**config.mk**
```make
export PLATFORM = sky130hd
export DESIGN_NAME = pretrade_risk_top
export DESIGN_NICKNAME = d
export VERILOG_FILES = /design/src/common/risk_pkg.sv /design/src/hw/order_book/order_ledger.sv /design/src/hw/order_book/cancel_ledger.sv /design/src/hw/risk_gate.sv /design/src/hw/pretrade_risk_top.sv
export SDC_FILE = /design/constraint.sdc
export NUM_CORES = 2
export LEC_CHECK = 0
export BUFFER_PORTS_ARGS = -buffer_cell sky130_fd_sc_hd__buf_2
export CAP_MARGIN = 20
export CORE_MARGIN = 1.5
export CORE_UTILIZATION = 50
export CTS_BUF_LIST = sky130_fd_sc_hd__clkbuf_16
export CTS_CLUSTER_SIZE = 40
export DETAILED_ROUTE_END_ITERATION = 7
export PLACE_DENSITY = 0.65
export RECOVER_POWER = 25
export SLEW_MARGIN = 0
export SYNTH_ARGS = -nofsm -noshare
export SYNTH_HDL_FRONTEND = slang
export SYNTH_SLANG_ARGS = --single-unit
```
**constraint.sdc**
```tcl
create_clock -name clk -period 10.5 [get_ports clk]
set_input_delay 1.05 -clock clk [delete_from_list [all_inputs] [get_ports clk]]
set_output_delay 1.05 -clock clk [all_outputs]
set_load 0.1 [all_outputs]
```
**src/common/risk_pkg.sv**
```systemverilog
// risk package
// widths and types shared by the pre-trade risk gate and both ledgers

package risk_pkg;

  // order and cancel quantities, plus the running totals built from them
  localparam int AMOUNT_W = 16;

  // per-client exposure ceiling, as written by the cpu
  localparam int LIMIT_W = 32;

  typedef logic [AMOUNT_W-1:0] amount_t;
  typedef logic [LIMIT_W-1:0]  limit_t;

  // one extra bit so a sum of two amounts shows its carry
  typedef logic [AMOUNT_W:0] amount_sum_t;

  // totals stick here instead of wrapping
  localparam amount_t AMOUNT_SAT = '1;

endpackage

```
**src/hw/order_book/order_ledger.sv**
```systemverilog
// order ledger
// per-client trading limit and accumulated order total
// one registered read port for the gate, one commit port that adds or overwrites
`timescale 1ns/1ps

module order_ledger import risk_pkg::*; #(
  parameter int NUM_CLIENTS = 32,
  parameter int CLIENT_W    = 5
) (
  input  logic                clk,
  input  logic                reset,

  // read side, answer lands one cycle after rd_client
  input  logic [CLIENT_W-1:0] rd_client,
  output limit_t              rd_limit,
  output amount_t             rd_accum,

  // commit side, driven by the gate on its response edge
  input  logic                commit_order,     // add commit_amount to accum
  input  logic                commit_limit,     // overwrite the limit
  input  logic [CLIENT_W-1:0] commit_client,
  input  amount_t             commit_amount,
  input  limit_t              commit_limit_val
);

  limit_t  limit_mem [NUM_CLIENTS];
  amount_t accum_mem [NUM_CLIENTS];

  amount_t accum_next;   // stored total plus the committed delta

  // gate has already ruled out a carry, so a plain add is enough
  assign accum_next = accum_mem[commit_client] + commit_amount;

  // limit array
  always_ff @(posedge clk) begin
    if (reset) begin
      for (int i = 0; i < NUM_CLIENTS; i++) begin
        limit_mem[i] <= '0;   // every client starts unable to trade
      end
    end else if (commit_limit) begin
      limit_mem[commit_client] <= commit_limit_val;
    end
  end

  // accumulated order array
  always_ff @(posedge clk) begin
    if (reset) begin
      for (int i = 0; i < NUM_CLIENTS; i++) begin
        accum_mem[i] <= '0;
      end
    end else if (commit_order) begin
      accum_mem[commit_client] <= accum_next;   // only the delta comes in
    end
  end

  // registered read
  // sees the array as it was before any commit on the same edge,
  // the gate never reads and commits in the same cycle anyway
  always_ff @(posedge clk) begin
    rd_limit <= limit_mem[rd_client];
    rd_accum <= accum_mem[rd_client];
  end

endmodule

```
**src/hw/order_book/cancel_ledger.sv**
```systemverilog
// cancel ledger
// exchange-side wishbone slave keeping per-client cancelled totals
// totals saturate, the gate gets a registered read of the same array
`timescale 1ns/1ps

module cancel_ledger import risk_pkg::*; #(
  parameter int NUM_CLIENTS = 32,
  parameter int CLIENT_W    = 5
) (
  input  logic                clk,
  input  logic                reset,

  // exchange bus, write only
  input  logic                ex_cyc,
  input  logic                ex_stb,
  input  logic [CLIENT_W-1:0] ex_adr,     // client
  input  amount_t             ex_dat_w,   // cancelled quantity
  output logic                ex_ack,

  // gate read port
  input  logic [CLIENT_W-1:0] rd_client,
  output amount_t             rd_cancelled
);

  amount_t     cancel_mem [NUM_CLIENTS];
  logic        busy;       // request sampled, ack goes out next edge
  amount_sum_t cancel_sum;

  // master holds adr and data until ack, so no payload latch
  assign cancel_sum = {1'b0, cancel_mem[ex_adr]} + {1'b0, ex_dat_w};

  // handshake, one request in flight
  always_ff @(posedge clk) begin
    if (reset) begin
      busy   <= 1'b0;
      ex_ack <= 1'b0;
    end else begin
      ex_ack <= busy;   // single-cycle pulse
      busy   <= ~busy & ~ex_ack & ex_cyc & ex_stb;
    end
  end

  // cancelled totals, written on the ack edge
  always_ff @(posedge clk) begin
    if (reset) begin
      for (int i = 0; i < NUM_CLIENTS; i++) begin
        cancel_mem[i] <= '0;
      end
    end else if (busy) begin
      // carry out means we passed the top
      cancel_mem[ex_adr] <= cancel_sum[AMOUNT_W] ? AMOUNT_SAT : cancel_sum[AMOUNT_W-1:0];
    end
  end

  // gate read, a cancel on this same edge shows up on the next read
  always_ff @(posedge clk) begin
    rd_cancelled <= cancel_mem[rd_client];
  end

endmodule

```
**src/hw/risk_gate.sv**
```systemverilog
// risk gate
// cpu wishbone slave that reads both ledgers and rules on orders and limit raises
// fixed latency, ack or err three edges after the request is sampled
`timescale 1ns/1ps

module risk_gate import risk_pkg::*; #(
  parameter int NUM_CLIENTS = 32,
  parameter int CLIENT_W    = 5
) (
  input  logic                clk,
  input  logic                reset,

  // cpu bus, adr top bit picks order or limit
  input  logic                cpu_cyc,
  input  logic                cpu_stb,
  input  logic                cpu_we,
  input  logic [CLIENT_W:0]   cpu_adr,
  input  logic [31:0]         cpu_dat_w,
  output logic [31:0]         cpu_dat_r,
  output logic                cpu_ack,
  output logic                cpu_err,

  // ledger reads
  output logic [CLIENT_W-1:0] rd_client,
  input  limit_t              rd_limit,
  input  amount_t             rd_accum,
  input  amount_t             rd_cancelled,

  // ledger commits
  output logic                commit_order,
  output logic                commit_limit,
  output logic [CLIENT_W-1:0] commit_client,
  output amount_t             commit_amount,
  output limit_t              commit_limit_val
);

  typedef enum logic [1:0] {
    st_idle,      // waiting for cyc&stb
    st_read,      // address out to both ledgers
    st_decide,    // ledger data arrives, captured here
    st_respond    // decision and commit
  } gate_state_t;

  gate_state_t state;

  logic                req;        // new request, not the tail of the last one
  logic                we_q;
  logic                op_q;       // 1 = limit update
  logic [CLIENT_W-1:0] client_q;
  limit_t              dat_q;

  limit_t              limit_q;
  amount_t             accum_q;
  amount_t             cancel_q;

  amount_sum_t         new_total;
  amount_sum_t         net_exposure;
  logic                over_sat;
  logic                exposure_ok;
  logic                order_ok;
  logic                raise_ok;
  logic                accept;

  // master keeps stb up while our ack is out, don't take it twice
  assign req = cpu_cyc & cpu_stb & ~cpu_ack & ~cpu_err;

  // control fsm and response strobes
  always_ff @(posedge clk) begin
    if (reset) begin
      state   <= st_idle;
      cpu_ack <= 1'b0;
      cpu_err <= 1'b0;
    end else begin
      cpu_ack <= 1'b0;   // pulses only
      cpu_err <= 1'b0;
      case (state)
        st_idle: begin
          if (req) state <= st_read;
        end
        st_read:   state <= st_decide;
        st_decide: state <= st_respond;
        st_respond: begin
          cpu_ack <= accept;
          cpu_err <= ~accept;
          state   <= st_idle;
        end
        default: state <= st_idle;
      endcase
    end
  end

  // request latch and ledger capture
  always_ff @(posedge clk) begin
    if (state == st_idle && req) begin
      we_q     <= cpu_we;
      op_q     <= cpu_adr[CLIENT_W];
      client_q <= cpu_adr[CLIENT_W-1:0];
      dat_q    <= cpu_dat_w;
    end
    if (state == st_decide) begin
      limit_q  <= rd_limit;
      accum_q  <= rd_accum;
      cancel_q <= rd_cancelled;
    end
    if (state == st_respond) begin
      // status word, writes just return zero
      cpu_dat_r <= we_q ? '0 : {accum_q, cancel_q};
    end
  end

  // ledgers see the latched client from the read state on
  assign rd_client = client_q;

  // order check
  assign new_total    = {1'b0, accum_q} + {1'b0, dat_q[AMOUNT_W-1:0]};
  assign over_sat     = new_total > {1'b0, AMOUNT_SAT};
  // cancels past the total count as zero exposure
  assign net_exposure = ({1'b0, cancel_q} > new_total) ? '0 : new_total - {1'b0, cancel_q};
  assign exposure_ok  = limit_q > limit_t'(net_exposure);   // strictly below
  assign order_ok     = ~over_sat & exposure_ok;

  // limits only ever go up
  assign raise_ok  = dat_q > limit_q;

  // reads always pass
  assign accept = ~we_q | (op_q ? raise_ok : order_ok);

  // commits land on the same edge as ack
  assign commit_order     = (state == st_respond) & accept & we_q & ~op_q;
  assign commit_limit     = (state == st_respond) & accept & we_q & op_q;
  assign commit_client    = client_q;
  assign commit_amount    = dat_q[AMOUNT_W-1:0];   // delta only
  assign commit_limit_val = dat_q;

endmodule

```
**src/hw/pretrade_risk_top.sv**
```systemverilog
// pre-trade risk top
// gate between the cpu bus and the two ledgers, exchange bus feeds cancels
`timescale 1ns/1ps

module pretrade_risk_top import risk_pkg::*; #(
  parameter int NUM_CLIENTS = 32,
  parameter int CLIENT_W    = 5
) (
  input  logic                clk,
  input  logic                reset,

  // cpu bus
  input  logic                cpu_cyc,
  input  logic                cpu_stb,
  input  logic                cpu_we,
  input  logic [CLIENT_W:0]   cpu_adr,
  input  logic [31:0]         cpu_dat_w,
  output logic [31:0]         cpu_dat_r,
  output logic                cpu_ack,
  output logic                cpu_err,

  // exchange bus
  input  logic                ex_cyc,
  input  logic                ex_stb,
  input  logic [CLIENT_W-1:0] ex_adr,
  input  amount_t             ex_dat_w,
  output logic                ex_ack
);

  logic [CLIENT_W-1:0] rd_client;      // shared read address
  limit_t              rd_limit;
  amount_t             rd_accum;
  amount_t             rd_cancelled;
  logic                commit_order;
  logic                commit_limit;
  logic [CLIENT_W-1:0] commit_client;
  amount_t             commit_amount;
  limit_t              commit_limit_val;

  order_ledger #(
    .NUM_CLIENTS (NUM_CLIENTS),
    .CLIENT_W    (CLIENT_W)
  ) u_order_ledger (
    .clk              (clk),
    .reset            (reset),
    .rd_client        (rd_client),
    .rd_limit         (rd_limit),
    .rd_accum         (rd_accum),
    .commit_order     (commit_order),
    .commit_limit     (commit_limit),
    .commit_client    (commit_client),
    .commit_amount    (commit_amount),
    .commit_limit_val (commit_limit_val)
  );

  cancel_ledger #(
    .NUM_CLIENTS (NUM_CLIENTS),
    .CLIENT_W    (CLIENT_W)
  ) u_cancel_ledger (
    .clk          (clk),
    .reset        (reset),
    .ex_cyc       (ex_cyc),
    .ex_stb       (ex_stb),
    .ex_adr       (ex_adr),
    .ex_dat_w     (ex_dat_w),
    .ex_ack       (ex_ack),
    .rd_client    (rd_client),
    .rd_cancelled (rd_cancelled)
  );

  risk_gate #(
    .NUM_CLIENTS (NUM_CLIENTS),
    .CLIENT_W    (CLIENT_W)
  ) u_risk_gate (
    .clk              (clk),
    .reset            (reset),
    .cpu_cyc          (cpu_cyc),
    .cpu_stb          (cpu_stb),
    .cpu_we           (cpu_we),
    .cpu_adr          (cpu_adr),
    .cpu_dat_w        (cpu_dat_w),
    .cpu_dat_r        (cpu_dat_r),
    .cpu_ack          (cpu_ack),
    .cpu_err          (cpu_err),
    .rd_client        (rd_client),
    .rd_limit         (rd_limit),
    .rd_accum         (rd_accum),
    .rd_cancelled     (rd_cancelled),
    .commit_order     (commit_order),
    .commit_limit     (commit_limit),
    .commit_client    (commit_client),
    .commit_amount    (commit_amount),
    .commit_limit_val (commit_limit_val)
  );

endmodule

```
======== Yosys cells after proc, flatten, opt, wreduce, memory -nomap -nowiden ========
Memory sizes are Yosys's and may differ from the RTL's. A register that Yosys moved wholly into a read port is not among the register bits.
Index checks and enable logic that the tools add are counted.
W data, S select, Z words.
storage, ports and cells
  input port bits ......................... 66
  word-level logic and storage cells ...... 82
  memory bits (writable) .................. 2048
  output and inout bits ................... 35
  memories kept ........................... 3
  flip-flop bits (word level) ............. 157
operators by class
  order comparisons ....................... 4
  equal/unequal tests ..................... 4
  bitwise logic cells ..................... 21
  mux-type cells .......................... 26
  add/sub/neg operators ................... 4
  reductions and logical operators ........ 6
memories
  memory                      depth  bits a word  read ports  clocked after Yosys merged registers in  write ports  RTL line             source
  u_order_ledger.limit_mem    32     32           1           1                                        32           order_ledger.sv:26   limit_t limit_mem [NUM_CLIENTS];
  u_cancel_ledger.cancel_mem  32     16           2           1                                        32           cancel_ledger.sv:25  amount_t cancel_mem [NUM_CLIENTS];
  u_order_ledger.accum_mem    32     16           1           1                                        32           order_ledger.sv:27   amount_t accum_mem [NUM_CLIENTS];
operators by type and width
  operator                number
  $mux W16                3
  $add A16 B16 Y17        2
  $gt A32 B17 Y1          1
  $gt A32 B32 Y1          1
  $mux W32                1
  $reduce_or A16 Y1       2
  $reduce_or A32 Y1       1
  $mux W5                 4
  $gt A16 B17 Y1          1
  $gt A17 B16 Y1 const B  1
  $mux W17                1
  $sub A17 B16 Y17        1
  $add A16 B16 Y16        1
  $mux W1                 15
  $and A1 B1 Y1           11
  $not A1 Y1              9
  $pmux W2 S4             1
  $eq A2 B2 Y1 const B    2
  $eq A2 B1 Y1 const B    1
  $logic_not A2 Y1        1
  $mux W2                 1
  $ne A2 B1 Y1 const B    1
  $reduce_or A2 Y1        1
  $logic_and A1 B1 Y1     1
  $or A1 B1 Y1            1

======== Logic depth before layout (Yosys ltp) ========
  depth in word-level cells ............... 15
  mapped depth ............................ 29
  mapped depth without buffers ............ 26

======== By module ========
From an unflattened synthesis, not the netlist that was laid out.
second synthesis, totals
  cells, all modules ...................... 6997
  area, all modules ....................... 108372.7 µm²
modules (own cells, without submodules)
  module         area an instance (µm²)  sequential area each (µm²)  cells each  instances
  order_ledger   73822.1                 47085.2                     4580        1
  cancel_ledger  27083.5                 15735.1                     1812        1
  risk_gate      7467.2                  4134.0                      605         1

======== Worst setup path before layout ========
No wires, ideal clock.
  path kind ............................... register to register
  from .................................... reg u_risk_gate.dat_q[1] (netlist: u_risk_gate.commit_limit_val[1])
  to ...................................... mem u_order_ledger.accum_mem[29][0] (netlist name), enable pin
  path buffers ............................ 3
  slack ................................... 4.150 ns
  required time ........................... 10.125 ns
  arrival ................................. 5.975 ns
  setup time .............................. 0.375 ns
  clock period less this slack ............ 6.350 ns
  cell stages (with the launch flop) ...... 27
  cell sequence ........................... edfxtp_1 > clkbuf_1 > inv_1 > fa_1 > nor2b_4 > o31a_1 > nor2_1 > xnor2_1 > ha_1 > and4_1 > o211ai_1 > o211a_1 > o21bai_1 > o31ai_1 > o21ai_0 > a211o_1 > clkbuf_1 > nand2_1 > ha_1 > nand4_1 > a2111oi_0 > o32ai_2 > nor4_1 > a32oi_2 > or3_1 > buf_6 > nand2b_1
RTL lines
  element                   RTL line            source
  start: declaration        risk_gate.sv:50     limit_t dat_q;
  start signal: assignment  risk_gate.sv:98     dat_q <= cpu_dat_w;
  end: declaration          order_ledger.sv:27

==> summary.txt <==
Floorplan
  • Initial core utilization: 0.505
  • Core Rows: 165
  • Die X: 455 um
  • DIE AREA: 0.207 mm2
  • Height of the chip: 455 um
  • Core area: 0.203 mm2
  • Boundary Pins: 101

Yosys
  • EDFF count, synth: 2183
  • Synth Net Count: 7233
  • Largest cells by area after synthesis: edfxtp_1 (64%), mux4_2 (15%), nor2_1 (7.8%), a22oi_1 (1.9%), dfxtp_1 (1.5%)
  • Avg Inst Size Synth: 14.5 um2
  • Synth Instances: 7047
  • Mapped Area: 0.102 mm2
  • Synth Flop Type: edfxtp_1
  • Synth area leader: edfxtp_1
  • Share of the synthesized area in the top cell type: 0.641
  • Flops & latches, synth: 2258
  • Yosys warns: 0
  • Netlist cell types: 72
  • Sequential fraction of the synthesis area: 0.655
  • Synth async-reset ratio: 0

Clock network
  • Clk buf depth: 3
  • CTS tree: yes
  • TritonCTS Sinks: 2258
  • H-tree Lvls: 4
  • CTS buffer count: 227
  • CTS clk-pin slew, worst paths: 0.06 ns
  • Clk_lat worst skew: 0.89 ns
  • Post-CTS Setup Bufs: 0
  • Cts hold-fix bufs: 0
  • Root Driver: clkbuf_16
  • Resize count post-CTS: 0

Timing
  • Setup Skew: 0.0317 ns
  • Final setup viols: 0
  • Fmax: 106 MHz
  • Worst Tran Pin Value: 4.28 ns
  • Tcrit/Tclk final: 0.900
  • Setup TNS: 0 ns
  • Final min period: 9.45 ns
  • Setup ws final: 1.05 ns
  • Slew Viols, Final: 875
  • RSZ-0062 raised after global routing: false
  • Final Hold Vio Count: 0
  • Relative slew margins: -1.85

Critical path
  • Worst EP required: 11.24 ns
  • CP Max Fanout: 101
  • Arrival time at the worst endpoint: 10.20 ns
  • Crit path top cell by count: clkbuf_2
  • WS Path Type: register to register
  • Critical path launch point type: register
  • Buf+Inv Stages, Crit Path: 4
  • Worst path slowest cell: clkbuf_1
  • Cell family with most CP delay: buffers and inverters
  • Worst setup EP type: register
  • Crit path largest cell delay: 2.72 ns
  • Critical-path cell list: buf_12, clkbuf_1, clkbuf_2, clkbuf_2, mux4_2, a22oi_1, nand4_1

GRT
  • Largest net degree at the start of global routing: 136
  • First-pass GRT wire length: 440000 um
  • Grt ovf: 0
  • Vias in the first global route: 61200
  • Gr usage total: 0.295
  • Initial antenna violation count: 10

Drt
  • Number of nets with antenna violations after routing: 0
  • DR WL/cell: 31.7 um
  • Initial drt markers: 9823
  • DRC errors left: 0
  • Pre-antenna DRT Iters: 8
  • Routed vias/inst: 6.49
  • Final WL: 310000 um
  • Via count of the routed design: 63500

Flow run
  • MaxCap Viol Count: 18

Status
  • Status: finished, violations left
  • Failing checks: max-capacitance violations, max-slew violations

Placed design
  • DP Worst Slack: 2.01 ns
  • Final GP Congestion: 0.933
  • Hpwl dp: 179000 um
  • Port bufs: 100

Cells and area
  • Nets: 7105
  • Final core occ: 0.552
  • Layout cell share with drive strength beyond 1: 0.175
  • Commonest cells after routing, fill and taps aside: edfxtp_1 (2183), nor2_1 (2111), mux4_2 (667)
  • Commonest non-fill, non-tap cell in the layout: edfxtp_1
  • Area Overhead vs Synth: 9.39%

Min path
  • Min-delay worst type: input port to register

Pwr
  • Total leakage power: 0.0381 uW
  • Pwr/cell area: 223 mW/mm2
  • VDD IR-drop max: 608 uV
==> per-layer routing <==
layer / wire [um] / track usage / part of all wire
met2: 147000 / 0.466 / 0.47
met1: 113000 / 0.408 / 0.37
met4: 13000 / 0.113 / 0.042
met5: 46 / 0 / 0.00015
met3: 36700 / 0.0580 / 0.12
==> through the flow <==
stage          area [um2]  hold slack, ns  power [uW]  instances
6_report           112000           0.342       25000       9790
5_1_grt            112000           0.320       25600       9788
4_1_cts            112000           0.290       24900       9785
3_5_place_dp       105000           0.389       17100       9361
3_3_place_gp       105000           0.386       17100       9360
2_1_floorplan      102000           0.386       14400       7047
==> report_power, final <==
group / switching, uW / leakage (uW) / internal (uW)
combinational: 4570 / 0.0113 / 1810
sequential: 321 / 0.0230 / 10400
clock: 3490 / 0.00377 / 4400
==> final cells by class <==
| cell class | count | area (um2) |
|---|---|---|
| flip-flops and latches | 2258 | 67100 |
| clock inverters | 196 | 1490 |
| well taps | 2672 | 3340 |
| fillers | 16100 | 90800 |
| clock buffers | 228 | 5710 |
| repair buffers | 256 | 1610 |
| inverters | 73 | 274 |
| multi-input cells | 4103 | 32400 |
| diodes | 4 | 10.0 |
==> synthesized netlist by cell type, drive strengths merged, types with 37 or more instances <==
| master | n |
|---|---|
| o21bai | 37 |
| clkbuf | 293 |
| nor2 | 2125 |
| a21oi | 56 |
| buf | 320 |
| nand2b | 81 |
| edfxtp | 2183 |
| dfxtp | 75 |
| mux4 | 667 |
| a22oi | 253 |
| inv | 73 |
| ha | 116 |
| nand4 | 70 |
| or3 | 37 |
| nand2 | 347 |
==> cells by family (layout without fill, tap and decap cells) <==
family	Yosys count	count (layout)	synth area share
buffers and inverters	686	753	0.0336
AND/OR/NAND/NOR	2780	2780	0.110
XOR/XNOR	49	49	0.00419
flip-flops	2258	2258	0.655
multiplexers	688	688	0.149
adder cells (fa/ha/maj)	120	120	0.0150
AO/OA/AOI/OAI	466	466	0.0330
other	0	4	0
==> path summary, 6_finish.rpt <==
| path | start | endpoint | slack, ns | depth (start not counted) |
|---|---|---|---|---|
| worst max-delay path | u_risk_gate.commit_client[1] | u_order_ledger.rd_limit[20] | 1.05 | 7 |
| worst max register to register | u_risk_gate.commit_client[1] | u_order_ledger.rd_limit[20] | 1.05 | 7 |
| worst min register to register | u_order_ledger.rd_limit[24] | u_risk_gate.limit_q[24] | 0.40 | 0 |
| worst min-delay path | cpu_dat_w[19] | u_risk_gate.commit_limit_val[19] | 0.34 | 1 |
==> state kept, by name, summed over array words and instances (netlist names), 5 cells and up, named ones only <==
name and count:
u_order_ledger.limit_mem 1024, u_cancel_ledger.cancel_mem 512, u_order_ledger.accum_mem 512, u_order_ledger.rd_limit 32, u_risk_gate.commit_limit_val 32, u_risk_gate.cpu_dat_r 32, u_risk_gate.limit_q 32, u_cancel_ledger.rd_cancelled 16
u_order_ledger.rd_accum 16, u_risk_gate.accum_q 16, u_risk_gate.cancel_q 16, u_risk_gate.commit_client 5
Power figures use the tool's default switching activity.
